===== src/verilog/cpuPkg.sv =====
// shared widths, vector types, ALU op enum, commit structs and address lookup table
package cpuPkg;

  localparam int instrWidth = 9; // fixed by the encoding
  localparam int lutDepth   = 32;

  typedef logic [instrWidth-1:0] instrT;
  typedef logic [7:0]            byteT;    // register and memory data
  typedef logic [3:0]            regAddrT;
  typedef logic [7:0]            pcT;
  typedef logic [4:0]            immT;     // lut index or addi immediate

  typedef enum logic [3:0] {
    opAdd  = 4'd0,
    opSub  = 4'd1,
    opLsl  = 4'd2,
    opAsr  = 4'd3,
    opLsr  = 4'd4,
    opNot  = 4'd5,
    opAnd  = 4'd6,
    opOr   = 4'd7,
    opMul  = 4'd8,  // low byte only
    opPass = 4'd15
  } aluOpT;

  typedef struct packed {
    logic    en;
    regAddrT addr;
    byteT    data;
  } regWriteT;

  typedef struct packed {
    logic en;
    byteT addr;
    byteT data;
  } memWriteT;

  // entry i = 7*i + 5
  localparam byteT addrLut [lutDepth] = '{
    8'd5,   8'd12,  8'd19,  8'd26,  8'd33,  8'd40,  8'd47,  8'd54,
    8'd61,  8'd68,  8'd75,  8'd82,  8'd89,  8'd96,  8'd103, 8'd110,
    8'd117, 8'd124, 8'd131, 8'd138, 8'd145, 8'd152, 8'd159, 8'd166,
    8'd173, 8'd180, 8'd187, 8'd194, 8'd201, 8'd208, 8'd215, 8'd222
  };

endpackage


===== src/verilog/dataMem.sv =====
// 256-byte data memory with the lb/sb address lookup table
`timescale 1ns/10ps

module dataMem (
  input  logic             clk,
  input  logic             arstN,
  input  cpuPkg::byteT     addr,
  input  cpuPkg::memWriteT wr,
  input  cpuPkg::immT      lutIdx,
  output cpuPkg::byteT     rdData,
  output cpuPkg::byteT     lutOut
);
  import cpuPkg::*;

  byteT mem [256];

  always_ff @(posedge clk or negedge arstN) begin
    if (!arstN) begin
      for (int i = 0; i < 256; i++) begin
        mem[i] <= '0;  // each program starts from a clean image
      end
    end else if (wr.en) begin
      mem[wr.addr] <= wr.data;
    end
  end

  assign rdData = mem[addr];
  assign lutOut = addrLut[lutIdx];  // constant table lookup

  // an X here would corrupt arbitrary memory
  assert property (@(posedge clk) disable iff (!arstN) !$isunknown(wr.en))
    else $error("store enable unknown");

endmodule


===== config.mk =====
export PLATFORM = sky130hd
export DESIGN_NAME = dataMem
export DESIGN_NICKNAME = d
export VERILOG_FILES = /design/src/verilog/cpuPkg.sv /design/src/verilog/dataMem.sv
export SDC_FILE = /design/constraint.sdc
export NUM_CORES = 2
export LEC_CHECK = 0
export BUFFER_PORTS_ARGS = -buffer_cell sky130_fd_sc_hd__clkbuf_2
export CAP_MARGIN = 20
export CORE_MARGIN = 1
export CORE_UTILIZATION = 30
export DETAILED_ROUTE_END_ITERATION = 8
export SYNTH_ARGS = -nofsm -noshare
export SYNTH_HDL_FRONTEND = slang
export SYNTH_SLANG_ARGS = --single-unit
export TNS_END_PERCENT = 100

===== constraint.sdc =====
create_clock -name clk -period 6.7 [get_ports clk]
set_input_delay 1.005 -clock clk [delete_from_list [all_inputs] [get_ports clk]]
set_output_delay 1.005 -clock clk [all_outputs]
set_load 0.1 [all_outputs]

# Yosys cells after proc, flatten, opt, wreduce, memory -nomap -nowiden

Memories as Yosys holds them, arrays and structs flattened.
Index checks and enable logic that the tools add are counted.

Memories: 1
Output and inout bits: 16
Input bits: 32
Bits in read-only memories: 256
Flip-flop bits (word level): 2048

Magnitude comparators: 4
Mux-type cells: 8
Bitwise operators: 3
Reductions and logical operators: 1

Memory list:

| memory          | depth | bits a word | rd ports | clocked after Yosys merged registers in | wr ports | line          | RTL |
|---|---|---|---|---|---|---|---|
| (no name shown) | 32    | 8           | 1        | 0                                       | 0        | dataMem.sv:28 | `assign lutOut = addrLut[lutIdx];` |

Operators by type and width:

| operator             | count |
|---|---|
| $bwmux W2048         | 1 |
| $bmux W8 S8          | 1 |
| $demux W8 S8         | 1 |
| $mux W8              | 5 |
| $ge A9 B9 Y1 const B | 2 |
| $not A8 Y9           | 2 |
| $lt A9 B1 Y1 const B | 1 |
| $ge A6 B6 Y1 const B | 1 |
| $not A5 Y6           | 1 |
| $logic_and A1 B1 Y1  | 1 |

# Logic depth before layout (Yosys ltp)

Depth after elaboration: 6
Depth in mapped cells: 12
Mapped depth without buffers: 6

# Worst setup path after synthesis

OpenSTA, ideal clock, no wires.

Kind: input port to output port
Start point: input port addr[0]
End point: output port rdData[0]
Cell stages on the path: 11
Arrival: 5.426 ns
Buffers on the path: 5
Setup slack: 0.269 ns
Cell sequence: buf_4 -> buf_12 -> buf_8 -> buf_8 -> buf_6 -> nand2b_1 -> nor3_1 -> a211oi_1 -> a221oi_2 -> nor3_1 -> nor4_1

Longest elaborated chain between the ends: 4

Ends and longest elaborated chain:

| what                                       | line          | RTL |
|---|---|---|
| start: declaration                         | dataMem.sv:7  | `input cpuPkg::byteT addr,` |
| $not A8 Y9 (not written as such)           | dataMem.sv:27 | `assign rdData = mem[addr];` |
| $bmux W8 S8                                | dataMem.sv:27 |  |
| $mux W8 (not written as such) (2 in a row) | dataMem.sv:27 |  |
| end: declaration                           | dataMem.sv:10 | `output cpuPkg::byteT rdData,` |

Every way passes these cells. The select of a mux whose other input is x is not followed.

# Worst setup path after layout

Start point: input port addr[0]
End point: output port rdData[3]

Same word-level chain as after synthesis.

==> results.yml <==
critical_path:
  worst-setup-path-type: "in2out"
  required_ns: 5.69
  setup.worst_path.start_class: "input port"
  cp-startpoint: "addr[0]"
  cp_max_fo: 46
  arrival_ns: 5.09
  r2r_start: "mem[93]$_DFFE_PN0P_"
  endpoint_kind: "output pin"
logic_synthesis:
  yosysSeqAreaShare_pct: 54.8
  synth_edf_count: 0
  synth.distinct_cells: 65
  ys_ff_latch: 2048
  netlist_area_mm2: 0.0935
  syn_inst: 6011
  synthesis.nets: 6049
  synth-main-ff-cell: "dfrtp_1"
  synthArstFlopShare_pct: 100
  syn_avg_cell_area_um2: 15.6
  yosysWarnings: 0
finish:
  largest_register_ffs: 2048
  area_growth_pct: 13.0
  fin_nets: 6020
  final_common_cell: "mux2_2"
  regMostFlops: "mem"
  final_cell_mix: "2,061 x mux2_2, 2,048 x dfrtp_1, 465 x mux4_2"
  drive_gt1_share_pct: 50.5
  largestRegisters: "mem x2048"
placed_design:
  gp_congestion: 0.844
  place_hpwl_mm: 166
  portBuffers: 47
die:
  rows: 204
  die_y_um: 560
  die_w_um: 560
  coreArea_mm2: 0.310
  initial_core_util_pct: 30.2
  pin_count: 48
  dieArea_mm2: 0.314
global_routing:
  grt.busiest_layer: "met2"
  grt-ovfl-total: 0
  use_met2_pct: 26.6
  grt_pass1_vias: 57300
  met1_usage_pct: 22.2
  grt_usage_pct: 16.4
  antenna_found_initial: 14
  grt_max_degree: 189
  met3_usage_pct: 2.54
  grt_pass1_wl_mm: 393
power_and_ir_drop:
  finalPower_mw: 27.6
  vdd_drop_max_uv: 208
  powerDensity_mw_per_mm2: 261
  power_leakage_nw: 49.0
timing:
  layout_worst_path_cycle_share_pct: 91.0
  hold_ws_ns: 0.140
  period_needed_ns: 6.10
  relSlewSlack_pct: 14.2
  tightestPinTransition_ns: 1.29
  rsz0062_at_grt: "no"
  final_max_slew_viol_count: 0
  clock_skew_ns: 0
  max_freq_mhz: 164
  hold_viol_final: 0
  setup_viol: 0
  finalSetupTns_ns: 0
routing:
  avgViaCountPerCell: 5.21
  wire_per_inst_um: 25.1
  routed_wl_mm: 257
  vias: 53500
  drtIter0Drc: 3970
  drt_pass1_iterations: 6
  detail-route-antenna-nets: 0
  drc: 0
cts:
  clkLatencyLatePin_ns: 0.88
  cts_max_level: 4
  numClockSinks: 2048
  hold_buffers: 0
  cts.clk_slew.worst_paths_ns: 0.06
  cts_tree: "done"
  cts_buffer_depth: 4
  numCtsBuffers: 213
  cts_resized: 0
  clockRootBuffer: "clkbuf_16"
  postCtsSetupBuffers: 0
worst_hold_path:
  hold_class: "in2async"
status:
  status: "finished clean"
run:
  maxCapViolations: 0
logic make-up after synthesis:
kind of cell / after synthesis / synth area share (%)
xor gates and xnor gates: 1 / 0.00937
AOI/OAI and AO/OA: 372 / 2.96
muxes: 2672 / 37.6
buffers and inverters: 470 / 2.52
and+or+nand+nor: 442 / 2.07
DFF: 2048 / 54.8
adders and majority gates: 6 / 0.0803
synth_stat cells (20+ instances only):
master	count	share of area, %
mux4_2	465	11
nand2_1	123	0.49
a22oi_1	47	0.38
o22ai_1	38	0.25
buf_2	62	0.33
a22o_1	36	0.34
a21oi_1	60	0.32
a211oi_1	22	0.18
a221oi_1	45	0.42
buf_6	34	0.41
o221ai_1	54	0.51
dfrtp_1	2048	55
clkbuf_1	315	1.3
mux2_2	2061	25
o21ai_0	20	0.11
nor2_1	220	0.88
mux2i_1	146	1.6
nor3_1	20	0.11
stage by stage:
| stage | cell area, um^2 | setup slack, ns | utilization (%) | cells |
|---|---|---|---|---|
| finish | 106000 | 0.602 | 34.1 | 10300 |
| global placement | 98600 | 0.347 | 31.8 | 9886 |
| detailed placement | 98600 | 0.662 | 31.8 | 9887 |
| global route | 106000 | 0.546 | 34.1 | 10300 |
| floorplan | 93500 | 0.269 | - | 6011 |
| CTS | 106000 | 0.657 | 34.1 | 10300 |
layout make-up:
| cell class | instances | area, um^2 |
|---|---|---|
| Antenna cell | 7 | 17.5 |
| Clock buffer | 316 | 6350 |
| Clock inverter | 48 | 683 |
| Fill cell | 29400 | 204000 |
| Inverter | 10 | 37.5 |
| Multi-Input combinational cell | 3493 | 40000 |
| Sequential cell | 2048 | 51200 |
| Tap cell | 4120 | 5150 |
| Timing Repair Buffer | 216 | 2160 |
metal layers:
metal,up-vias,share of wire (%),routed length [um]
li1,22500,-,-
met1,29300,44,112000
met2,1226,48,123000
met3,436,4.9,12500
met4,2,3.7,9530
met5,-,0.0043,11
critical path, cell delays in order:
cell	delay, ns
buf_8	0.49
buf_12	0.30
buf_4	0.34
buf_4	0.35
mux4_2	0.61
a22oi_1	0.29
nand2_1	0.10
a21o_1	0.18
a211oi_1	0.61
nor4_2	0.17
buf_4	0.23
buf_12	0.18
final timing paths:
| check | endpoint | slack, ns | cells after the start |
|---|---|---|---|
| min in group clk | mem[1804]$_DFFE_PN0P_ | 0.50 | 1 |
| max | rdData[3] | 0.60 | 12 |
| max in group asynchronous | mem[2017]$_DFFE_PN0P_ | 4.78 | 2 |
| min | mem[1427]$_DFFE_PN0P_ | 0.14 | 1 |
| min reg2reg | mem[1804]$_DFFE_PN0P_ | 0.50 | 1 |
| max reg2reg | mem[93]$_DFFE_PN0P_ | 5.89 | 1 |
where the power goes:
part	switching, mW	total (mW)	leakage [nW]	internal (mW)
logic	1.35	2.35	17.3	0.994
registers	0.287	13.2	28.2	13.0
clock network	4.97	12.0	3.47	7.05
total	6.61	27.6	49.0	21.0
(Power assumes the default switching activity.)
