**src/verilog/cpuPkg.sv**
```systemverilog
// shared widths, vector types, ALU op enum, commit structs and address lookup table
package cpuPkg;

  localparam int instrWidth = 9; // fixed by the encoding
  localparam int lutDepth   = 32;

  typedef logic [instrWidth-1:0] instrT;
  typedef logic [7:0]            byteT;    // register and memory data
  typedef logic [3:0]            regAddrT;
  typedef logic [7:0]            pcT;
  typedef logic [4:0]            immT;     // lut index or addi immediate

  typedef enum logic [3:0] {
    opAdd  = 4'd0,
    opSub  = 4'd1,
    opLsl  = 4'd2,
    opAsr  = 4'd3,
    opLsr  = 4'd4,
    opNot  = 4'd5,
    opAnd  = 4'd6,
    opOr   = 4'd7,
    opMul  = 4'd8,  // low byte only
    opPass = 4'd15
  } aluOpT;

  typedef struct packed {
    logic    en;
    regAddrT addr;
    byteT    data;
  } regWriteT;

  typedef struct packed {
    logic en;
    byteT addr;
    byteT data;
  } memWriteT;

  // entry i = 7*i + 5
  localparam byteT addrLut [lutDepth] = '{
    8'd5,   8'd12,  8'd19,  8'd26,  8'd33,  8'd40,  8'd47,  8'd54,
    8'd61,  8'd68,  8'd75,  8'd82,  8'd89,  8'd96,  8'd103, 8'd110,
    8'd117, 8'd124, 8'd131, 8'd138, 8'd145, 8'd152, 8'd159, 8'd166,
    8'd173, 8'd180, 8'd187, 8'd194, 8'd201, 8'd208, 8'd215, 8'd222
  };

endpackage

```
**src/verilog/regFile.sv**
```systemverilog
// 16x8 register file, two asynchronous reads and one synchronous write
`timescale 1ns/10ps

module regFile (
  input  logic             clk,
  input  logic             arstN,
  input  cpuPkg::regAddrT  rdA,
  input  cpuPkg::regAddrT  rdB,
  input  cpuPkg::regWriteT wr,
  output cpuPkg::byteT     datA,
  output cpuPkg::byteT     datB
);
  import cpuPkg::*;

  byteT regs [16];

  always_ff @(posedge clk or negedge arstN) begin
    if (!arstN) begin
      for (int i = 0; i < 16; i++) begin
        regs[i] <= '0;
      end
    end else if (wr.en) begin
      regs[wr.addr] <= wr.data;
    end
  end

  assign datA = regs[rdA]; // combinational read
  assign datB = regs[rdB];

endmodule
```
**config.mk**
```make
export PLATFORM = sky130hd
export DESIGN_NAME = regFile
export DESIGN_NICKNAME = d
export VERILOG_FILES = /design/src/verilog/cpuPkg.sv /design/src/verilog/regFile.sv
export SDC_FILE = /design/constraint.sdc
export NUM_CORES = 1
export LEC_CHECK = 0
export ABC_AREA = 0
export BUFFER_PORTS_ARGS = -buffer_cell sky130_fd_sc_hd__buf_2
export CORE_MARGIN = 1.5
export CORE_UTILIZATION = 25
export DETAILED_ROUTE_END_ITERATION = 12
export SYNTH_ARGS = -nofsm -noshare
export SYNTH_HDL_FRONTEND = slang
export SYNTH_SLANG_ARGS = --single-unit
```
**constraint.sdc**
```tcl
create_clock -name clk -period 1.9 [get_ports clk]
set_input_delay 0.19 -clock clk [delete_from_list [all_inputs] [get_ports clk]]
set_output_delay 0.19 -clock clk [all_outputs]
set_load 0.005 [all_outputs]
```
Word-level counts from Yosys, hierarchy flattened
Cells that the tools add are included.
{"block": "word_totals", "ff_bits": 128, "in_bits": 23, "output_inout_bits": 16, "wordCells": 33}
{"block": "classes", "order_cmp": 4, "mux": 9, "bitwise": 3, "n_reduce_logical": 1}
{"operator": "$bwmux W128", "n": 1}
{"operator": "$bmux W8 S4", "n": 2}
{"operator": "$mux W8", "n": 5}
{"operator": "$demux W8 S4", "n": 1}
{"operator": "$ge A5 B5 Y1 const B", "n": 3}
{"operator": "$not A4 Y5", "n": 3}
{"operator": "$lt A5 B1 Y1 const B", "n": 1}
{"operator": "$logic_and A1 B1 Y1", "n": 1}

Logic depth before layout (Yosys ltp)
{"block": "depth", "ltp_word": 6, "depth_mapped": 5}

Worst setup path after synthesis
No wires, ideal clock.
{"block": "synth_timing", "path_type": "input -> output", "start": "input rdA[0]", "end": "output datA[1]", "arrival_ps": 1402, "setup_slack_ps": 308, "path_stages": 5, "path_cell_list": "buf_2 buf_2 mux4_2 a22oi_1 nand2_1"}
{"block": "synth_via", "elab_chain_cells": 4}
{"element": "start, declared", "line_no": "regFile.sv:7", "rtl": "input cpuPkg::regAddrT rdA,"}
{"element": "$not A4 Y5 (implied by the code)", "line_no": "regFile.sv:27", "rtl": "assign datA = regs[rdA];"}
{"element": "$bmux W8 S4", "line_no": "regFile.sv:27"}
{"element": "$mux W8 (implied by the code) (2 in a row)", "line_no": "regFile.sv:27"}
{"element": "end, declared", "line_no": "regFile.sv:10", "rtl": "output cpuPkg::byteT datA,"}
Every way passes these cells. The select of a mux whose other input is x is not followed.

Worst setup path after layout
{"block": "layout_timing", "start": "register regs[101] (netlist bit)", "end": "output datB[5]"}
{"block": "layout_via", "elab_chain_cells": 3}
{"element": "start, declared", "line_no": "regFile.sv:15", "rtl": "byteT regs [16];"}
{"element": "start signal, assigned by index", "line_no": "regFile.sv:23", "rtl": "regs[wr.addr] <= wr.data;"}
{"element": "$bmux W8 S4", "line_no": "regFile.sv:28", "rtl": "assign datB = regs[rdB];"}
{"element": "$mux W8 (implied by the code) (2 in a row)", "line_no": "regFile.sv:28"}
{"element": "end, declared", "line_no": "regFile.sv:11", "rtl": "output cpuPkg::byteT datB"}
Every way passes these cells. The select of a mux whose other input is x is not followed.

==> impl_metrics.csv <==
group,metric,value,unit
min_path,holdPathEnd,"regs[37]$_DFFE_PN0P_",
routing,drtIter0Drc,182,
job,max_cap_viol_count,0,
floorplanning,die_height,169,um
sta,hold_ws,0.248,ns
setup_path,rrSetupSlack,0.90,ns
routing,totalWireLength,19200,um
layout,largestRegisters,"regs x128",
floorplanning,io_pins,39,
min_path,whs_path_depth,2,
routing,drcViolationCount,0,
power,p_leak,0.00342,uW
layout,final_util,31.1,%
floorplanning,rows,60,
sta,fin_crit_sh,104,%
power,power.density,1110,nW/um^2
placement,globalplace.congestion,0.793,
sta,setup_tns,-0.412,ns
setup_path,path_depth,4,
sta,worst_pin_slew,1.34,ns
setup_path,slowest_delay,0.50,ns
yosys,ys_types,24,
floorplanning,dieArea,28400,um^2
grt,grt_overflow,0,
setup_path,crit_fanout,3,
yosys,yosys_warnings,0,
setup_path,worstPathArrival,1.78,ns
floorplanning,core_area,27000,um^2
routing,vias,4232,
placement,placed_area,7630,um^2
floorplanning,start_util,25.4,%
yosys,netlist_instances,435,
yosys,synth_area_leaders,"dfrtp_1, mux4_2, mux2_2",
run_status,status,"finished, violations left",
clock_tree,cts_made_buffers,17,
setup_path,path_class,"register to primary output",
routing,ant_nets,0,
clock_tree,cts_tree,"yes",
clock_tree,clockBufferDepth,2,
grt,grt_pass1_vias,4676,
sta,skew,0,ns
clock_tree,clk_latency,0.42,ns
yosys,synth_fp_nets,458,
grt,grt_pass1_wl,29000,um
clock_tree,htreeDepth,4,
grt,track_usage,14.2,%
routing,via_per_inst,5.01,
sta,finalWorstSetupSlack,-0.0728,ns
sta,setup_viol,12,
routing,wl_per_cell,22.7,um
power,power.ir.vdd_worst,0.643,mV
min_path,hold_class,"primary input to register",
run_status,violations,"negative setup slack",
setup_path,end_kind,"primary output",
placement,dpl.hpwl,13000,um
layout,syn_to_final_growth,22.3,%
sta,drv_slew,0,
floorplanning,die_w,169,um
setup_path,rr_worst_depth,3,
yosys,synth_seq_area_share,46.7,%
layout,top_register,"regs",
setup_path,slowest_stage,"mux4_2",
clock_tree,clkSinkCount,128,
setup_path,crit_buf_inv,1,
sta,fin_crit,1.97,ns
sta,fmax,0.507,GHz
placement,io_buffers,38,
grt,grt_max_degree,58,
clock_tree,path_clk_slew,0.06,ns
layout,drive_gt1_share,66.6,%
setup_path,critical_path.top_delay_family,"multiplexers",
min_path,hp-start,"wr[5]",
setup_path,crit_required,1.71,ns
setup_path,crit_chain,"mux4_2 -> a22oi_2 -> nand2_2 -> buf_2",
grt,grt_antenna_before_repair,5,
clock_tree,root_buffer,"clkbuf_16",
sta,rsz0062_at_grt,"true",
yosys,yosysTopAreaCell,"dfrtp_1",
layout,largest_reg_flops,128,
yosys,ys_seq_elements,128,
sta,hold_viol_final,0,
setup_path,rr_endpoint,"regs[101]$_DFFE_PN0P_",
power,fin_total_pwr,9290,uW
yosys,synth_top_area_share,46.7,%
sta,relSlewSlack,10.6,%
setup_path,cp-start-kind,"register",
yosys,syn_area_per_cell,15.8,um^2
routing,firstDrtPassIters,4,
layout,fin_nets,513,
layout,design_area,8380,um^2
setup_path,r2r-start,"regs[101]$_DFFE_PN0P_",
yosys,netlist_area,6850,um^2
## metrics by stage
| step | std cells | worst slack [ns] |
|---|---|---|
| 3_3_place_gp | 809 | 0.0566 |
| 5_1_grt | 844 | -0.116 |
| 6_report | 845 | -0.0728 |
| 4_1_cts | 843 | -0.0952 |
| 3_5_place_dp | 809 | 0.0604 |
| 2_1_floorplan | 435 | 0.308 |
## where the power goes
part / internal [uW] / switching, uW
Combinational: 1300 / 817
Sequential: 3370 / 465
Clock: 2090 / 1240
Total: 6760 / 2520
## area by class of cell
cell class / count / area [um^2]
antenna: 1 / 2.50
clock buffer: 18 / 439
clock inverter: 14 / 164
fill: 2591 / 18600
multi-input combinational: 273 / 3610
sequential: 128 / 3200
tap: 341 / 427
timing repair buffer: 70 / 536
## logic make-up (layout without fill, tap and decap cells)
logic type / after synthesis / after routing / synth area share, %
simple gates: 49 / 49 / 4.86
other cells: 0 / 1 / 0
buf+inv: 34 / 102 / 2.37
mux: 192 / 192 / 42.5
flops: 128 / 128 / 46.7
compound gates: 32 / 32 / 3.51
## timing repair
item / CTS / global route
hold endpoints to repair: 25 / 0
gates resized for setup: 21 / 5
hold buffers: 1 / 0
pin swaps: 24 / 10
endpoints found under the setup margin: 15 / 16
setup buffers: 1 / 1
## how the worst max path moves through the flow
| stage | startpoint | end | slack, ns |
|---|---|---|---|
| after floorplan | rdA[0] | datA[1] | 0.31 |
| after global placement | rdA[0] | datA[0] | 0.06 |
| after detailed placement | rdA[0] | datA[0] | 0.06 |
| after CTS | regs[103]$_DFFE_PN0P_ | datB[7] | -0.1 |
| after global routing | regs[103]$_DFFE_PN0P_ | datB[7] | -0.12 |
| final | regs[101]$_DFFE_PN0P_ | datB[5] | -0.07 |
## Yosys cell counts
library cell,instances
nor2_2,6
mux2_2,120
nand3b_1,2
or3_1,2
buf_4,2
nand3_1,2
mux4_2,64
or4_4,1
nor2_1,2
nor4_4,1
nand2_1,18
nor3_4,3
clkbuf_1,16
nand2b_4,2
a22oi_1,32
buf_1,4
nand2b_1,1
dfrtp_1,128
nor2b_1,4
mux2_4,8
buf_6,2
buf_2,10
and2_1,2
nor3_2,3
## cell usage in the layout (no fill, tap or decap), drive strengths merged, types with 2 or more instances in the layout
master and count:
nand3 2, or3 2, nand2 18, clkbuf 18, nor2b 4, nand2b 3
a22oi 32, inv 2, nand3b 2, nor2 8, buf 69, mux4 64
bufinv 3, dfrtp 128, clkinvlp 3, clkinv 6, nor3 6, mux2 128
and2 2
## routing by layer
metal	GRT usage, %	vias to the layer above	wire [um]
li1	-	1824	-
met1	14.9	2278	7330
met2	26.4	84	10500
met3	3.41	38	705
met4	6.68	8	614
met5	0	-	53
Note: power is estimated with default switching activity, not from simulation.
