**config.mk**
```make
export PLATFORM = sky130hd
export DESIGN_NAME = fetchUnit
export DESIGN_NICKNAME = d
export VERILOG_FILES = /design/src/verilog/cpuPkg.sv /design/src/verilog/fetchUnit.sv
export SDC_FILE = /design/constraint.sdc
export NUM_CORES = 2
export LEC_CHECK = 0
export BUFFER_PORTS_ARGS = -buffer_cell sky130_fd_sc_hd__clkbuf_2
export CAP_MARGIN = 15
export CORE_MARGIN = 5
export CORE_UTILIZATION = 65
export CTS_CLUSTER_DIAMETER = 100
export DETAILED_ROUTE_END_ITERATION = 7
export PLACE_DENSITY = 0.79
export SETUP_SLACK_MARGIN = 0.5
export SYNTH_ARGS = -nofsm -noshare
export SYNTH_HDL_FRONTEND = slang
export SYNTH_SLANG_ARGS = --single-unit
```
**constraint.sdc**
```tcl
create_clock -name clk -period 6.75 [get_ports clk]
set_input_delay 1.0125 -clock clk [delete_from_list [all_inputs] [get_ports clk]]
set_output_delay 1.0125 -clock clk [all_outputs]
set_load 0.1 [all_outputs]
```
**src/verilog/cpuPkg.sv**
```systemverilog
// shared widths, vector types, ALU op enum, commit structs and address lookup table
package cpuPkg;

  localparam int instrWidth = 9; // fixed by the encoding
  localparam int lutDepth   = 32;

  typedef logic [instrWidth-1:0] instrT;
  typedef logic [7:0]            byteT;    // register and memory data
  typedef logic [3:0]            regAddrT;
  typedef logic [7:0]            pcT;
  typedef logic [4:0]            immT;     // lut index or addi immediate

  typedef enum logic [3:0] {
    opAdd  = 4'd0,
    opSub  = 4'd1,
    opLsl  = 4'd2,
    opAsr  = 4'd3,
    opLsr  = 4'd4,
    opNot  = 4'd5,
    opAnd  = 4'd6,
    opOr   = 4'd7,
    opMul  = 4'd8,  // low byte only
    opPass = 4'd15
  } aluOpT;

  typedef struct packed {
    logic    en;
    regAddrT addr;
    byteT    data;
  } regWriteT;

  typedef struct packed {
    logic en;
    byteT addr;
    byteT data;
  } memWriteT;

  // entry i = 7*i + 5
  localparam byteT addrLut [lutDepth] = '{
    8'd5,   8'd12,  8'd19,  8'd26,  8'd33,  8'd40,  8'd47,  8'd54,
    8'd61,  8'd68,  8'd75,  8'd82,  8'd89,  8'd96,  8'd103, 8'd110,
    8'd117, 8'd124, 8'd131, 8'd138, 8'd145, 8'd152, 8'd159, 8'd166,
    8'd173, 8'd180, 8'd187, 8'd194, 8'd201, 8'd208, 8'd215, 8'd222
  };

endpackage

```
**src/verilog/fetchUnit.sv**
```systemverilog
// instruction store with load port, program counter and run/done control
`timescale 1ns/10ps

module fetchUnit (
  input  logic          clk,
  input  logic          arstN,
  input  logic          progWe,
  input  cpuPkg::pcT    progAddr,
  input  cpuPkg::instrT progData,
  input  logic          start,
  input  logic          branch,
  input  logic [3:0]    pcImmed,
  input  logic          halt,
  output cpuPkg::instrT instr,
  output cpuPkg::pcT    pc,
  output logic          running,
  output logic          done
);
  import cpuPkg::*;

  instrT imem [256];

  always_ff @(posedge clk) begin
    if (progWe && !running) imem[progAddr] <= progData;  // host load
  end

  assign instr = imem[pc];

  always_ff @(posedge clk or negedge arstN) begin
    if (!arstN) begin
      pc      <= '0;
      running <= 1'b0;
      done    <= 1'b0;
    end else if (!running) begin
      if (start) begin
        pc      <= '0;
        running <= 1'b1;
        done    <= 1'b0;
      end
    end else if (halt) begin
      running <= 1'b0;  // pc parks on the halt
      done    <= 1'b1;
    end else begin
      pc <= branch ? pc + {4'b0, pcImmed} + 8'd1 : pc + 8'd1;  // forward only
    end
  end

  assert property (@(posedge clk) disable iff (!arstN) !(progWe && running))
    else $error("program write while running");

endmodule

```
Word level (Yosys, flattened, before mapping) --
Memory sizes are Yosys's and may differ from the RTL's. Cells that the tools add are included.
Storage, ports and cells: bits in registers 10, input bits 27, memory bits (writable) 2304, memories kept 1, output and inout bits 19
Memory list:
- imem | depth 256, width 9, rd ports 1, clocked after memory_dff 0, wr ports 1, line fetchUnit.sv:21 | instrT imem [256];
Operators by class: add/subtract/negate cells 3, reduce and logical (&&, ||, !) cells 5, eq/ne operators 2, muxes and demuxes 12
Operators by type and width (number):
- $mux 8 | 4
- $add 8x1->8 const B | 2
- $add 8x4->8 | 1
- $mux 1 | 8
- $ne 2x2->1 const B | 2
- $reduce_and 2->1 | 2
- $reduce_bool 2->1 | 1
- $logic_and 1x1->1 | 1
- $logic_not 1->1 | 1

Depth between registers and ports, before layout --
depth in word-level cells 5, mapped depth 13, mapped depth without buffers 9

Worst setup path after synthesis --
Ideal clock, no wire load.
path kind register to output, start point register pc[0], end point output port instr[4], setup slack 0.836 ns, data required time 5.738 ns, cell stages (with the launch flop) 12, arrival 4.901 ns, buffers on the path 4, cells stage by stage dfrtp_1 buf_6 buf_12 buf_8 buf_8 mux2i_1 a221oi_2 nand2_1 a21oi_1 nor3_1 a211o_1 a222oi_1
Between the ends: cells in the longest elaborated chain, start to end 1
RTL lines:
- start: declaration | line fetchUnit.sv:15 | output cpuPkg::pcT pc,
- start signal: assignment | line fetchUnit.sv:44 | pc <= branch ? pc + {4'b0, pcImmed} + 8'd1 : pc + 8'd1;
- $mem_v2 256x9
- end: declaration | line fetchUnit.sv:14 | output cpuPkg::instrT instr,
Every way passes these cells.

Worst setup path after layout --
start point register pc[5], end point output port instr[4]
The elaborated chain is that of the path after synthesis.

==> results.tsv <==
metric	value	unit
status	finished, final reports clean	
via_per_inst	7.398	
endpoint	instr[4]	
synth_top_cell_area_share	76.74	%
endpoint_kind	output port	
antenna_found_initial	17	
cts_hold_buf	0	
synth_top_cell_by_area	edfxtp_1	
ys_types	70	
die_h	382.4	µm
maxSlewHeadroom	17.70	%
ys_ff_latch	2314	
grt_max_degree	169	
cp-start-kind	flip-flop	
power-per-cell-area	341.0	nW/µm²
setup.worst_path.class	flip-flop to output port	
seq_power_share	47.1	%
rsz0062_at_grt	no	
cp.required	5.74	ns
combPwrFrac	18.2	%
ioPinCount	46	
peakVddDrop	0.2810	mV
synth_area_leaders	edfxtp_1 (77%), mux4_2 (12%), mux2i_1 (2.8%)	
drt_wl_total	244.1	mm
drc	0	
clock_skew	0.02274	ns
start_util	65.49	%
p_total	0.03387	W
hold_viol	0	
coreArea	137700	µm²
synth_cells	4372	
dr.pass1.iters	7	
post-route-period-util	95.44	%
reg2regPathDepth	9	
switching_share	27.84	%
place_congestion	0.9213	
timing.final.crit_period	6.442	ns
p_switching	0.009431	W
tns	0	ns
cell_internal_pwr	0.02444	W
synth-edff-count	2304	
drt_iter0_markers	8440	
path_clk_slew	0.06	ns
avgSynthCellArea	20.62	µm²
clock_path_buffers	3	
holdCritPathClass	primary input to async pin	
grt_pass1_wl	345.3	mm
grt_overflow	0	
fmax	155.2	MHz
die-area	146300	µm²
worstSkewPairLatency	0.87	ns
clock_sink_count	2314	
synth-seq-area-share	77.01	%
timing.rr.start	pc[0]$_DFFE_PN0P_	
maxCapViolCount	0	
finalSetupViolCount	0	
clkPwrFrac	34.7	%
rrSetupSlack	2.87	ns
dpl.hpwl	141.6	mm
synth_area	90160	µm²
wl_per_cell	37.65	µm
syn_nets	4406	
cts_inserted_buffers	216	
area.growth.synth_to_final	10.18	%
layout-drive-gt1-share	20.74	%
reg2reg_to	pc[6]$_DFFE_PN0P_	
num-fill-cells	7457	
yosys_warnings	0	
die_x	382.4	µm
tightest_slew	1.235	ns
grt_pass1_vias	47250	
crit_arrival	5.43	ns
port-buffer-count	45	
vias	47950	
drtAntennaViolNets	0	
htreeDepth	4	
p_leak	30.43	nW
grt_usage	33.53	%
nNetsFinal	4524	
slew_violations	0	
ys_async_sr_fraction	0.4322	%
clock-root-buffer	clkbuf_16	
critPathLaunch	pc[5]$_DFFE_PN0P_	
cts_tree	yes	
synth_ff_type	edfxtp_1	
cp_max_fo	22	
fp-row-count	136	
-- timing repair --
| action | 4_1_cts | 5_1_grt |
|---|---|---|
| resized for setup | 5 | 2 |
| cloned | 0 | 1 |
| pin swaps | 1 | 1 |
| buffers inserted | 2 | 4 |
| endpoints found under the setup margin | 8 | 7 |
| endpoints found under the hold margin | 0 | 0 |
-- layer usage --
layer	part of all wire [%]	GRT usage, %
met4	6.2	17.13
met1	33	46.69
met3	16	11.28
met2	45	48.38
met5	0.016	0
-- cells in the final DEF, fill, tap and decap left out, types with 7 or more instances in the layout --
master / instances
clkbuf_2: 31
inv_1: 9
clkinv_1: 57
clkbuf_1: 54
a221oi_1: 43
a22oi_1: 93
o211ai_1: 7
o31ai_1: 7
o21ai_0: 46
bufinv_16: 15
buf_12: 24
a21oi_1: 75
nor2_1: 292
o22ai_1: 44
nor2b_1: 23
nand3_1: 47
nand2b_1: 9
edfxtp_1: 2304
diode_2: 15
clkinv_2: 38
buf_4: 102
nor3_1: 16
clkbuf_16: 217
a31oi_1: 14
o221ai_1: 23
a211oi_1: 38
nand2_1: 137
nand4_1: 17
a211o_1: 7
mux2i_1: 250
clkbuf_8: 9
mux4_2: 476
a22o_1: 9
-- area by class of cell --
type / instances / area, µm² / share of cell area (%)
Clock inverter: 131 / 1132 / 1.140
Sequential cell: 2314 / 69460 / 69.92
Tap cell: 1794 / 2245 / 2.260
Antenna cell: 15 / 37.54 / 0.03779
Multi-Input combinational cell: 1777 / 19200 / 19.32
Timing Repair Buffer: 170 / 1617 / 1.627
Inverter: 11 / 43.79 / 0.04408
Clock buffer: 270 / 5608 / 5.645
-- cell families after synthesis --
family,share of synthesized area (%)
AOI/OAI and AO/OA,3.514
muxes,14.75
and+or+nand+nor,2.814
buffers and inverters,1.774
adders and majority gates,0.1055
DFF,77.01
xor gates and xnor gates,0.02915
-- Yosys cell counts, drive strengths merged, types with 10 or more instances --
master  count
o21ai      47
edfxtp   2304
nor3       16
a22oi      93
a31oi      14
nor2b      29
clkbuf    110
a221oi     45
a211oi     38
a21oi      75
mux2i     250
nand3      48
o22ai      44
buf       160
mux4      478
nand4      17
dfrtp      10
o221ai     23
nor2      295
nand2     138
-- metrics by stage --
| stage | worst slack [ns] | utilization, % | cells | area, µm² | hold WS [ns] |
|---|---|---|---|---|---|
| 5_1_grt | 0.5135 | 72.13 | 6468 | 99300 | 0.04308 |
| 4_1_cts | 0.4782 | 72.06 | 6462 | 99200 | 0.005411 |
| 3_5_place_dp | 1.058 | 67.12 | 6059 | 92400 | 0.5311 |
| 3_3_place_gp | 1.160 | 67.10 | 6058 | 92380 | 0.5095 |
| 2_1_floorplan | 0.8361 | - | 4372 | 90160 | 0.7169 |
| 6_report | 0.3081 | 72.16 | 6482 | 99340 | 0.04724 |
-- critical path, cell delays in order, from the launching register on --
cell,delay (ns)
dfrtp_2,0.88
buf_4,0.55
and2_1,0.22
nand2_1,0.52
a21oi_1,0.63
nor4_1,0.15
a21o_1,0.23
a222oi_1,0.91
buf_4,0.45
-- sequential cells by signal (all words and copies together) (netlist names) --
name / count
done: 1
imem: 2304
pc: 8
running: 1
-- power by group through the flow --
stage	sequential, W	combinational (W)	clock [W]
finish	0.0160	0.00617	0.0117
global route	0.0159	0.00630	0.0124
CTS	0.0160	0.00594	0.0118
detailed placement	0.0163	0.00582	0
global placement	0.0163	0.00576	0
floorplan	0.0162	0.00369	0
-- how the worst min path moves through the flow --
stage	endpoint	start	cells past startpoint	slack (ns)
final	done$_DFFE_PN0P_	arstN	1	0.05
after global routing	done$_DFFE_PN0P_	arstN	1	0.04
after CTS	done$_DFFE_PN0P_	arstN	1	0.005
after detailed placement	done$_DFFE_PN0P_	done$_DFFE_PN0P_	2	0.53
after global placement	done$_DFFE_PN0P_	done$_DFFE_PN0P_	2	0.51
after floorplan	done$_DFFE_PN0P_	arstN	0	0.72
(Power assumes the default switching activity.)
