File: src/verilog/cpuPkg.sv
// shared widths, vector types, ALU op enum, commit structs and address lookup table
package cpuPkg;

  localparam int instrWidth = 9; // fixed by the encoding
  localparam int lutDepth   = 32;

  typedef logic [instrWidth-1:0] instrT;
  typedef logic [7:0]            byteT;    // register and memory data
  typedef logic [3:0]            regAddrT;
  typedef logic [7:0]            pcT;
  typedef logic [4:0]            immT;     // lut index or addi immediate

  typedef enum logic [3:0] {
    opAdd  = 4'd0,
    opSub  = 4'd1,
    opLsl  = 4'd2,
    opAsr  = 4'd3,
    opLsr  = 4'd4,
    opNot  = 4'd5,
    opAnd  = 4'd6,
    opOr   = 4'd7,
    opMul  = 4'd8,  // low byte only
    opPass = 4'd15
  } aluOpT;

  typedef struct packed {
    logic    en;
    regAddrT addr;
    byteT    data;
  } regWriteT;

  typedef struct packed {
    logic en;
    byteT addr;
    byteT data;
  } memWriteT;

  // entry i = 7*i + 5
  localparam byteT addrLut [lutDepth] = '{
    8'd5,   8'd12,  8'd19,  8'd26,  8'd33,  8'd40,  8'd47,  8'd54,
    8'd61,  8'd68,  8'd75,  8'd82,  8'd89,  8'd96,  8'd103, 8'd110,
    8'd117, 8'd124, 8'd131, 8'd138, 8'd145, 8'd152, 8'd159, 8'd166,
    8'd173, 8'd180, 8'd187, 8'd194, 8'd201, 8'd208, 8'd215, 8'd222
  };

endpackage

File: src/verilog/alu.sv
// 8-bit ALU: add, sub, shifts, not, and, or, mul low byte, pass
`timescale 1ns/10ps

module alu #(
  parameter int aluOpWidth = 4
) (
  input  cpuPkg::byteT  a,
  input  cpuPkg::byteT  b,
  input  cpuPkg::aluOpT op,
  output cpuPkg::byteT  rslt
);
  import cpuPkg::*;

  logic [aluOpWidth-1:0] opCode;  // op field at configured width
  logic [2:0]            shAmt;
  logic [15:0]           product;

  assign opCode  = aluOpWidth'(op);
  assign shAmt   = b[2:0];  // low 3 bits only
  assign product = {8'b0, a} * {8'b0, b};

  always_comb begin
    case (opCode)
      aluOpWidth'(opAdd): rslt = a + b;
      aluOpWidth'(opSub): rslt = a - b;
      aluOpWidth'(opLsl): rslt = a << shAmt;
      aluOpWidth'(opAsr): rslt = byteT'($signed(a) >>> shAmt);
      aluOpWidth'(opLsr): rslt = a >> shAmt;
      aluOpWidth'(opNot): rslt = ~a;
      aluOpWidth'(opAnd): rslt = a & b;
      aluOpWidth'(opOr):  rslt = a | b;
      aluOpWidth'(opMul): rslt = product[7:0];  // keep low byte
      default:            rslt = a;             // pass, also undefined codes
    endcase
  end

endmodule

File: config.mk
export PLATFORM = sky130hd
export DESIGN_NAME = alu
export DESIGN_NICKNAME = d
export VERILOG_FILES = /design/src/verilog/cpuPkg.sv /design/src/verilog/alu.sv
export SDC_FILE = /design/constraint.sdc
export NUM_CORES = 1
export LEC_CHECK = 0
export BUFFER_PORTS_ARGS = -buffer_cell sky130_fd_sc_hd__buf_2
export CAP_MARGIN = 20
export CORE_ASPECT_RATIO = 1.2
export CORE_MARGIN = 1.5
export CORE_UTILIZATION = 35
export DETAILED_ROUTE_END_ITERATION = 16
export SETUP_SLACK_MARGIN = 0.3
export SKIP_LAST_GASP = 1
export SLEW_MARGIN = 20
export SYNTH_ARGS = -nofsm -noshare
export SYNTH_HDL_FRONTEND = slang
export SYNTH_SLANG_ARGS = --single-unit
File: constraint.sdc
create_clock -name vclk -period 8
set_input_delay 1.2 -clock vclk [all_inputs]
set_output_delay 1.2 -clock vclk [all_outputs]
set_load 0.005 [all_outputs]
# Yosys cells after proc, flatten, opt, wreduce, memory -nomap -nowiden
# Index checks and enable logic that the tools add are counted.
[op_classes] n_mux=1 addsub=2 eq_ne=8 reduce_logical=1 bitwise_logic=3 shifts=3 mul=1
[ops] operator="case mux 8 bit (9 select lines)" count=1
[ops] operator="equality test 4 x 3 -> 1 bit, second input constant" count=4
[ops] operator="adder 8 bit" count=1
[ops] operator="AND 8 bit" count=1
[ops] operator="equality test 4 x 2 -> 1 bit, second input constant" count=2
[ops] operator="multiplier 8 x 8 -> 8 bit" count=1
[ops] operator="NOT 8 bit" count=1
[ops] operator="bitwise OR 8 bit" count=1
[ops] operator="left shift 8 x 3 -> 8 bit" count=1
[ops] operator="right shift 8 x 3 -> 8 bit" count=1
[ops] operator=">>> shifter 8 x 3 -> 8 bit" count=1
[ops] operator="subtractor 8 bit" count=1
[ops] operator="equality test 4 x 1 -> 1 bit, second input constant" count=1
[ops] operator="equality test 4 bit, second input constant" count=1
[ops] operator="logical NOT 4 bit" count=1
[word_totals] regBits=0 wordCells=19 output_inout_bits=8

# Longest topological paths before layout
[logic_depth] depth_word=2 mapped_depth=17

# Worst setup path after synthesis
# No wires, ideal clock.
[synth_path] path_type="input -> output" from="input port b[2]" to="output port rslt[7]" arrival_time_ps=5160 setup_slack_ps=1640 required_ps=6800 stages=16 path_cell_list="clkbuf_1 -> buf_1 -> nand2_1 -> fa_1 -> fa_1 -> inv_1 -> fa_1 -> inv_1 -> fa_1 -> inv_1 -> ha_1 -> a21oi_1 -> xnor3_1 -> xnor3_1 -> o21ai_1 -> a22o_1"
[synth_via] elab_chain_cells=2 word_cells_on_any_way=7 cone_classes="add/sub (2); mul (1); shift (3); mux (1)"
[synth_rtl] item="from (decl)" line_no="alu.sv:8" rtl="input cpuPkg::byteT b,"
[synth_rtl] item="multiplier 8 x 8 -> 8 bit, or another cell as far along" line_no="alu.sv:20" rtl="assign product = {8'b0, a} * {8'b0, b};"
[synth_rtl] item="case mux 8 bit (9 select lines) *" line_no="alu.sv:23" rtl="case (opCode)"
[synth_rtl] item="to (decl)" line_no="alu.sv:10" rtl="output cpuPkg::byteT rslt"
# Mark *: on every way between the ends. The rest lies on a longest branch, timed or not.

# Worst setup path after layout
# Same ends and word-level chain as after synthesis.

==> results.tsv <==
stage	metric	value	unit
timing	Slew @ Worst Pin	554	ps
yosys	Mapped Cells	343	
timing	Final Slew Violations	0	
cells_and_area	clock buf count	0	
timing	Fmax	153	MHz
timing	RSZ-0062 raised after global routing	no	
worst_setup_path	Arr. time, crit path	5330	ps
drt	DR vias	2465	
power_and_ir_drop	P_int	0.0994	mW
cells_and_area	ratio of cells with drive above 1 in the final layout	11.6	%
cells_and_area	Fillers	774	
worst_setup_path	crit path max fanout	23	
yosys	synthesis warning total	0	
timing	Setup Viol. Count Final	0	
global_routing	largest net degree at the start of global routing	30	
min_path	Hold Crit Depth	4	
floorplanning	Core ar.	6770	um2
job	# Max-Cap Violations	0	
worst_setup_path	crit end category	output port	
floorplanning	row count	33	
worst_setup_path	Setup crit start kind	input port	
drt	Highest Signal Layer	met4	
drt	WL met1	3230	um
clock_network	Hold-fix buffers, CTS	0	
timing	fin crit share	81.6	%
drt	met2 wire length	3800	um
timing	Fin Setup TNS	0	ps
yosys	register area share after synthesis	0	%
min_path	Hold Crit Class	in -> out	
power_and_ir_drop	power per standard cell area	89.9	nW/um2
min_path	hold endpoint	rslt[6]	
global_routing	initial antenna violation count	0	
worst_setup_path	Critical Path Start	b[2]	
power_and_ir_drop	worst vdd ir	0.0437	mV
placement	GP Congestion	0.950	
status	status	complete, no violations	
global_routing	global-route wire length before repair	12400	um
worst_setup_path	Critical Path RT	6800	ps
drt	Avg WL per Cell	17.5	um
yosys	synthesized area per cell	7.06	um2
min_path	Hold Startpoint	a[6]	
cells_and_area	ant diodes	0	
yosys	library cells used by synthesis	63	
clock_network	Setup Fix Bufs, Post-CTS	0	
drt	1st-pass router iterations	4	
drt	Iter 0 DRT Violations	117	
yosys	Synth area leaders	ha_1 (14%), fa_1 (11%), xnor2_1 (6.1%)	
drt	met3 WL	369	um
floorplanning	I/O Pins	28	
floorplanning	die width	78.9	um
power_and_ir_drop	Comb power frac	100.0	%
placement	IO buf count	28	
worst_setup_path	Crit Path Category	in -> out	
cells_and_area	nets@finish	408	
power_and_ir_drop	Sw Share	56.6	%
cells_and_area	Layout area overhead	5.22	%
power_and_ir_drop	clock power share	0	%
drt	post-DR vias/cell	5.69	
yosys	net count after synthesis	403	
floorplanning	Die Y	94.1	um
global_routing	vias in the first global route	2336	
timing	Slew Limit Headroom	63.1	%
timing	Final Hold Viols	0	
timing	Fin Hold WS	2860	ps
global_routing	total grt overflow	0	
drt	post-route DRC violation count	0	
timing	crit path time final	6530	ps
floorplanning	starting density of the core	35.8	%
drt	Post-DRT Antenna Nets	0	
yosys	Yosys top cell area share	14.0	%
global_routing	GRT Overall Usage	21.1	%
clock_network	PostCTS Resize Cnt	0	
drt	DRT Wirelength	7570	um
cells_and_area	register area	0	um2
power_and_ir_drop	Leak	1.20	nW
power_and_ir_drop	NetSw	0.130	mW
placement	post-detail-place hpwl	6040	um
cells_and_area	number of sequential cells	0	
yosys	Yosys top cell by area	ha_1	
power_and_ir_drop	Flop pwr share	0	%
yosys	Post-Syn Area	2420	um2
floorplanning	die area	7430	um2
==> how the worst max path moves through the flow <==
stage | slack (ps) | depth (start not counted) | to
finish | 1470 | 17 | rslt[7]
global route | 1270 | 17 | rslt[7]
CTS | 1490 | 17 | rslt[7]
detailed placement | 1480 | 17 | rslt[7]
global placement | 1570 | 17 | rslt[7]
floorplan | 1640 | 16 | rslt[7]
==> logic make-up after synthesis <==
group,share of synthesized area (%)
AO/OA/AOI/OAI,23.3
XOR/XNOR,10.1
adder cells (fa/ha/maj),25.1
buffers and inverters,11.0
multiplexers,5.94
AND/OR/NAND/NOR,24.5
==> layer usage <==
layer / up-vias / GRT usage [%]
met5: - / 0
met4: 0 / 3.95
met3: 10 / 1.17
met2: 81 / 38.4
met1: 1178 / 27.5
li1: 1196 / -
==> critical path: stages <==
cell and delay (ps):
buf_2 370, inv_1 260, nor2_1 150, ha_1 190
fa_1 400, ha_1 300, inv_1 50, fa_1 520
inv_1 60, fa_1 450, a21o_1 190, a21oi_1 160
xnor3_1 220, xnor3_1 410, o21ai_1 70, a22o_1 180
buf_2 120
==> synthesized netlist by cell type (4+ instances only) <==
master and instances:
a21o_1 4, a21oi_1 17, a31oi_1 12, and2_1 8, buf_2 8, buf_4 5
clkbuf_1 11, fa_1 13, ha_1 27, inv_1 37, mux2i_1 11, nand2_1 38
nand2b_1 11, nor2_1 27, nor2b_1 4, nor3_1 7, o211ai_1 5, o21ai_0 15
or3_1 4, xnor2_1 17, xor2_1 4
==> area by class of cell <==
| type | count | area (um2) | area share [%] |
|---|---|---|---|
| inverter | 38 | 143 | 5.60 |
| timing repair buffer | 28 | 140 | 5.50 |
| tap | 87 | 109 | 4.27 |
| multi-input combinational | 280 | 2160 | 84.6 |
==> layout by cell type (no fill, tap or decap), types with 3 or more instances in the layout <==
| master | count |
|---|---|
| nor2b_1 | 4 |
| nand3_1 | 3 |
| ha_1 | 27 |
| nor3_1 | 7 |
| or3_1 | 4 |
| mux2i_1 | 11 |
| buf_2 | 28 |
| xnor2_1 | 17 |
| inv_1 | 37 |
| nand2b_1 | 11 |
| a221oi_1 | 3 |
| nand2_1 | 38 |
| fa_1 | 13 |
| o21ai_1 | 3 |
| a21oi_1 | 17 |
| o211ai_1 | 5 |
| a31oi_1 | 12 |
| nor2_1 | 27 |
| o21ai_0 | 15 |
| xor2_1 | 4 |
| and2_1 | 8 |
| a21o_1 | 4 |
==> power by group through the flow <==
stage | Combinational, mW | Sequential (mW) | Clock, mW
2_1_floorplan | 0.169 | 0 | 0
3_3_place_gp | 0.224 | 0 | 0
3_5_place_dp | 0.227 | 0 | 0
4_1_cts | 0.229 | 0 | 0
5_1_grt | 0.256 | 0 | 0
6_report | 0.229 | 0 | 0
==> through the flow <==
step	total power, mW	utilization, %	cells	setup slack (ps)	area [um2]
3_3_place_gp	0.224	37.6	433	1570	2550
3_5_place_dp	0.227	37.6	433	1480	2550
5_1_grt	0.256	37.6	433	1270	2550
2_1_floorplan	0.169	-	343	1640	2420
6_report	0.229	37.6	433	1470	2550
4_1_cts	0.229	37.6	433	1490	2550
Note: power is estimated with default switching activity, not from simulation.
