### src/verilog/cpuPkg.sv
// shared widths, vector types, ALU op enum, commit structs and address lookup table
package cpuPkg;

  localparam int instrWidth = 9; // fixed by the encoding
  localparam int lutDepth   = 32;

  typedef logic [instrWidth-1:0] instrT;
  typedef logic [7:0]            byteT;    // register and memory data
  typedef logic [3:0]            regAddrT;
  typedef logic [7:0]            pcT;
  typedef logic [4:0]            immT;     // lut index or addi immediate

  typedef enum logic [3:0] {
    opAdd  = 4'd0,
    opSub  = 4'd1,
    opLsl  = 4'd2,
    opAsr  = 4'd3,
    opLsr  = 4'd4,
    opNot  = 4'd5,
    opAnd  = 4'd6,
    opOr   = 4'd7,
    opMul  = 4'd8,  // low byte only
    opPass = 4'd15
  } aluOpT;

  typedef struct packed {
    logic    en;
    regAddrT addr;
    byteT    data;
  } regWriteT;

  typedef struct packed {
    logic en;
    byteT addr;
    byteT data;
  } memWriteT;

  // entry i = 7*i + 5
  localparam byteT addrLut [lutDepth] = '{
    8'd5,   8'd12,  8'd19,  8'd26,  8'd33,  8'd40,  8'd47,  8'd54,
    8'd61,  8'd68,  8'd75,  8'd82,  8'd89,  8'd96,  8'd103, 8'd110,
    8'd117, 8'd124, 8'd131, 8'd138, 8'd145, 8'd152, 8'd159, 8'd166,
    8'd173, 8'd180, 8'd187, 8'd194, 8'd201, 8'd208, 8'd215, 8'd222
  };

endpackage

### src/verilog/controlDecoder.sv
// combinational instruction decoder with write-back/store steering and branch decision
`timescale 1ns/10ps

module controlDecoder (
  input  logic              running,
  input  cpuPkg::instrT     instr,
  input  cpuPkg::byteT      datA,
  input  cpuPkg::byteT      datB,
  input  cpuPkg::byteT      memOut,
  input  cpuPkg::byteT      lutOut,
  input  cpuPkg::byteT      aluRslt,
  output cpuPkg::regAddrT   regA,
  output cpuPkg::regAddrT   regB,
  output cpuPkg::aluOpT     aluOp,
  output logic              aluSrc,
  output cpuPkg::immT       immed,
  output cpuPkg::immT       lutIdx,
  output cpuPkg::regWriteT  regWrite,
  output cpuPkg::memWriteT  memWrite,
  output cpuPkg::byteT      memAddr,
  output logic              branch,
  output logic [3:0]        pcImmed,
  output logic              halt
);
  import cpuPkg::*;

  logic [2:0] opcode;
  logic [1:0] funct;
  logic       wrEn;   // register write before run gating
  logic       memWe;  // store before run gating
  regAddrT    wrAddr;
  byteT       datIn;
  byteT       memIn;

  assign opcode = instr[8:6];
  assign funct  = instr[5:4];
  assign immed  = instr[5:1];
  assign lutIdx = instr[5:1];

  always_comb begin
    regA    = 4'd0;
    regB    = 4'd1;
    aluOp   = opPass;
    aluSrc  = 1'b0;
    wrEn    = 1'b1;  // most instructions write back
    memWe   = 1'b0;
    wrAddr  = instr[3:0];
    datIn   = aluRslt;
    memIn   = datB;
    memAddr = datA;
    branch  = 1'b0;
    pcImmed = 4'd0;
    halt    = 1'b0;
    case (opcode)
      3'b000: begin
        case (funct)
          2'b00: aluOp = opAdd;
          2'b01: aluOp = opSub;
          2'b10: datIn = memOut;  // load from mem[R0]
          default: begin          // store to mem[R0]
            regB  = instr[3:0];
            wrEn  = 1'b0;
            memWe = 1'b1;
          end
        endcase
      end
      3'b001: begin  // lb
        memAddr = lutOut;
        datIn   = memOut;
        wrAddr  = {3'b0, instr[0]};
      end
      3'b010: begin  // sb
        regA    = {3'b0, instr[0]};
        memAddr = lutOut;
        memIn   = datA;
        wrEn    = 1'b0;
        memWe   = 1'b1;
      end
      3'b011: begin  // addi into R1
        aluOp  = opAdd;
        aluSrc = 1'b1;
        wrAddr = 4'd1;
      end
      3'b100: begin  // unsigned compares with a forward target
        wrEn    = 1'b0;
        pcImmed = instr[3:0];
        case (funct)
          2'b00:   branch = (datA == datB);
          2'b01:   branch = (datA != datB);
          2'b10:   branch = (datA < datB);
          default: branch = (datA <= datB);
        endcase
      end
      3'b101: begin  // move
        if (!instr[5]) begin
          regA   = instr[3:0];
          wrAddr = {3'b0, instr[4]};
        end else begin
          regA   = {3'b0, instr[0]};
          wrAddr = instr[4:1];
        end
        datIn = datA;
      end
      3'b110: begin
        case (funct)
          2'b00:   aluOp = opLsl;
          2'b01:   aluOp = opAsr;
          2'b10:   aluOp = opLsr;
          default: aluOp = opNot;
        endcase
      end
      default: begin
        case (funct)
          2'b00: aluOp = opAnd;
          2'b01: aluOp = opOr;
          2'b10: aluOp = opMul;
          default: begin  // halt commits nothing
            wrEn = 1'b0;
            halt = 1'b1;
          end
        endcase
      end
    endcase
  end

  assign regWrite = '{en: running & wrEn, addr: wrAddr, data: datIn};
  assign memWrite = '{en: running & memWe, addr: memAddr, data: memIn};

endmodule

### config.mk
export PLATFORM = sky130hd
export DESIGN_NAME = controlDecoder
export DESIGN_NICKNAME = d
export VERILOG_FILES = /design/src/verilog/cpuPkg.sv /design/src/verilog/controlDecoder.sv
export SDC_FILE = /design/constraint.sdc
export NUM_CORES = 1
export LEC_CHECK = 0
export ABC_AREA = 1
export CAP_MARGIN = 10
export CELL_PAD_IN_SITES_DETAIL_PLACEMENT = 1
export CELL_PAD_IN_SITES_GLOBAL_PLACEMENT = 2
export CORE_ASPECT_RATIO = 1.2
export CORE_UTILIZATION = 30
export DETAILED_ROUTE_END_ITERATION = 10
export DONT_BUFFER_PORTS = 1
export GPL_TIMING_DRIVEN = 0
export PLACE_DENSITY = 0.86
export SYNTH_ARGS = -nofsm -noshare
export SYNTH_HDL_FRONTEND = slang
export SYNTH_SLANG_ARGS = --single-unit
export TNS_END_PERCENT = 30
### constraint.sdc
create_clock -name vclk -period 2.19
set_clock_uncertainty 0.05 [all_clocks]
set_input_delay 0.3285 -clock vclk [all_inputs]
set_output_delay 0.3285 -clock vclk [all_outputs]
set_load 0.02 [all_outputs]
# After elaboration in Yosys (flattened, before gate mapping)
# Cells that the tools add are included.
# W data, S select, Z words.
# totals
latch_bits,0
output_inout_bits,67
regBits,0
inputBits,50
rom_bits,0
wordCells,45
ram_bits,0
mem_count,0
# classes
bitwise_logic,2
n_reduce_logical,8
n_div,0
shifts,0
magnitude_cmp,2
n_mux,23
multipliers,0
addsub,0
n_eq_ne,10
# op_table
operator,count
$mux W8,3
$pmux W4 S3,2
$pmux W8 S3,1
$mux W4,5
$pmux W4 S2,2
$pmux W4 S4,1
$eq A3 B3 Y1 const B,3
$pmux W3 S3,1
$eq A8 B8 Y1,1
$le A8 B8 Y1,1
$lt A8 B8 Y1,1
$ne A8 B8 Y1,1
$reduce_or A4 Y1,2
$reduce_or A7 Y1,1
$eq A3 B2 Y1 const B,2
$mux W1,5
$pmux W1 S2,2
$reduce_or A2 Y1,2
$eq A3 B1 Y1 const B,1
$logic_not A3 Y1,1
$pmux W1 S3,1
$reduce_or A3 Y1,1
$and A1 B1 Y1,2
$eq A2 B1 Y1 const B,1
2 further kinds,2

# Logic depth before layout (Yosys ltp)
# logic_depth
word_depth,5
ltp_mapped,10
depth_no_buf,10

# Worst setup path after synthesis
# Ideal clock, no wire load.
# synth_path
kind,input -> output
from,in instr[8]
to,out memWrite[11] (netlist name)
slack_ns,0.115
path_stages,7
t_arrival_ns,1.697
t_required_ns,1.811
path_cell_list,buf_2 inv_1 nand2_4 nand2_4 buf_6 o21ai_0 buf_4
# synth_between
elab_chain_len,3
# synth_rtl
element,line,rtl
from (decl),controlDecoder.sv:6,"input cpuPkg::instrT instr,"
$eq A3 B2 Y1 or $eq A3 B1 Y1 (tied branches),controlDecoder.sv:54,case (opcode)
$reduce_or A2 Y1 (no source line) *,n/a,
$mux W8 *,controlDecoder.sv:54,
to (decl),controlDecoder.sv:19,"output cpuPkg::memWriteT memWrite,"
# Every way passes the cells marked *; elsewhere a longest branch is shown, timed or not.

# Worst setup path in the final report
# layout_path
from,in instr[8]
to,out memWrite[13] (netlist name)
# Same word-level chain as after synthesis.

==> results.md <==
* Status: finished, violations left
* Failing checks: DRC
* Ant diodes at 0
* Nets at 264
* Synth unique cells at 26
* CP Capture Type: output pin
* RSZ-0062 raised after global routing: no
* Routed Antenna Nets at 0
* Top cells by area, synth: nand2_1 14%, buf_4 12%, inv_1 12%, ha_1 8.9%, nor2_1 6.4%
* Cell Area, Placed at about 0.0012 mm2
* FF+latch count at 0
* Sw Pwr at 0.234 mW
* PortBufs at 0
* DP Worst Slack at -0.0972 ns
* Initial antenna violation count at 0
* Critical path launch point type: input port
* Power density cells at 280 mW/mm2
* Final WL at 3660 um
* GR Overflow Total at 0
* Worst Path Max Fanout at 10
* Final hold viol count at 0
* Layout cells sized above 1 at 20.6%
* Io pins at 117
* Area Overhead vs Synth at 4.35%
* Starting Density at 31.1%
* Sequential cell area at 0 um2
* Die height at 69 um
* Shortest period the worst path allows at roughly 2.0 ns
* Rel. slew slack at roughly half
* Switch share at 71.5%
* DR vias at 1284
* DRC Markers at 10
* First-pass GRT wire length at about 5700 um
* FP Rows at 24
* Post-Syn Area per Cell at 5.50 um2
* Core area at 0.00360 mm2
* Post-synthesis net count at 262
* Leakage dissipation at 0.650 nW
* Data arrival, critical path at 1.66 ns
* # hold bufs at CTS at 0
* Area occupied by multi-input gates at 790 um2
* GRT Total Usage at ~18%
* Hold path endpoint: immed[4]
* GPL Wtd Cong at 0.859
* Final setup vio count at 0
* DRT iter0 DRCs at 26
* Final non-filler cell total at between 200 and 250
* Clock buffers at 0
* Max VDD drop at 65.4 uV
* Max_cap viols at 0
* Routed wire per std cell at 15.1 um
* Fin Hold WS at between 0.7 and 0.8 ns
* Top-area cell type share of the netlist area at 14.0%
* Flop pwr share at 0%
* Slew Viols, Final at 0
* Hold Startpoint: instr[5]
* Crit path kind: input port to output pin
* Combinational fraction of design power at 100.0%
* Vias in the first global route at between 1000 and 1500
* Power share of the clock group at 0%
* Pint at 0.0932 mW
* Largest net degree at the start of global routing at 11
* Synth warnings at 0
* Pre-antenna DRT Iters at 7
* Cell total after placement at 243
* Crit share post-route at 92.9%
* Worst hold path type: input port to output pin
* Setup TNS Final at 0 ns
* Syn Inst Count at 204
* Cell taking the most area after synthesis: nand2_1
* Via density at about 5.3
* F_max at 0.491 GHz
* Mapped Area at ~0.0011 mm2
* Final Util at 32.5%
* Final Cell Area at 0.00117 mm2
* Sequential share of the synthesized area at 0%
* Dpl hpwl at 3170 um
* Top post-synthesis cells by count: 42 x nand2_1, 35 x inv_1, 19 x nor2_1, 18 x buf_4, 14 x o21ai_0
* Worst setup margin at 0.155 ns
* Hold depth at 1
* Top-count cell post-synth: nand2_1
* Fill count at 507
* Req. time, crit path at 1.81 ns
* Die Width at 57.8 um
* Least-Margin Pin Slew at 0.740 ns
* DIE AREA at ~0.004 mm2
* Pwr Total at 0.328 mW
-- layout by cell type (no fill, tap or decap) --
cell type	instances
nand2_1	42
inv_1	35
nand2_2	2
o21ai_0	6
a21oi_1	13
nand2_4	3
buf_2	2
nor2_2	5
o211ai_1	2
nand3_1	6
o21ai_2	1
o21ai_1	21
nor2_4	2
nor2_1	19
o31ai_1	1
o22ai_1	2
buf_6	4
nand4_1	2
o21ai_4	1
a21o_1	1
ha_1	8
a21boi_0	1
o32ai_4	1
buf_4	18
inv_2	3
nor3_1	3
-- repair_timing --
| action | 4_1_cts | 5_1_grt |
|---|---|---|
| buffers inserted | 0 | 0 |
| endpoints found under the hold margin | 0 | 0 |
| gates resized for setup | 7 | 1 |
| pin swaps | 0 | 0 |
| endpoints found under the setup margin | 7 | 1 |
-- cell type report --
type	instances	area share, %
multi-input cells	142	67.4
well taps	39	4.17
inverters	38	12.2
plain buffers	24	16.2
-- power by group through the flow --
stage	combinational, mW	clock [mW]	sequential (mW)
2_1_floorplan	0.288	0	0
3_3_place_gp	0.326	0	0
3_5_place_dp	0.328	0	0
4_1_cts	0.331	0	0
5_1_grt	0.357	0	0
6_report	0.328	0	0
-- layer usage --
metal,global-route usage [%],wire length (um),vias up
li1,-,-,634
met1,20.2,1430,572
met2,34.9,1920,78
met3,2.63,313,0
met4,0,0,0
met5,0,0,-
-- how the worst max path moves through the flow --
stage             start           end  slack (ns)  depth (start not counted)
6_report       instr[8]  memWrite[13]        0.16                          7
4_1_cts        instr[8]  memWrite[15]      -0.003                          7
3_3_place_gp   instr[8]  memWrite[12]        -0.1                          7
2_1_floorplan  instr[8]  memWrite[11]        0.11                          7
3_5_place_dp   instr[8]  memWrite[13]        -0.1                          7
5_1_grt        instr[8]  memWrite[13]        0.08                          8
-- kinds of logic (layout without fill, tap and decap cells) --
kind of cell	count (synthesis)	after routing	share of synthesized area [%]
AND/OR/NAND/NOR	84	84	34.4
AO/OA/AOI/OAI	50	50	27.0
buffers and inverters	62	62	29.7
adder cells (fa/ha/maj)	8	8	8.92
-- worst max-delay path, stage by stage --
cell and delay [ns]:
buf_2 0.19, inv_1 0.12, nand2_4 0.11, nand2_4 0.08
buf_6 0.15, o21ai_1 0.44, buf_4 0.24
No activity file was read; power rests on OpenSTA's default activity.
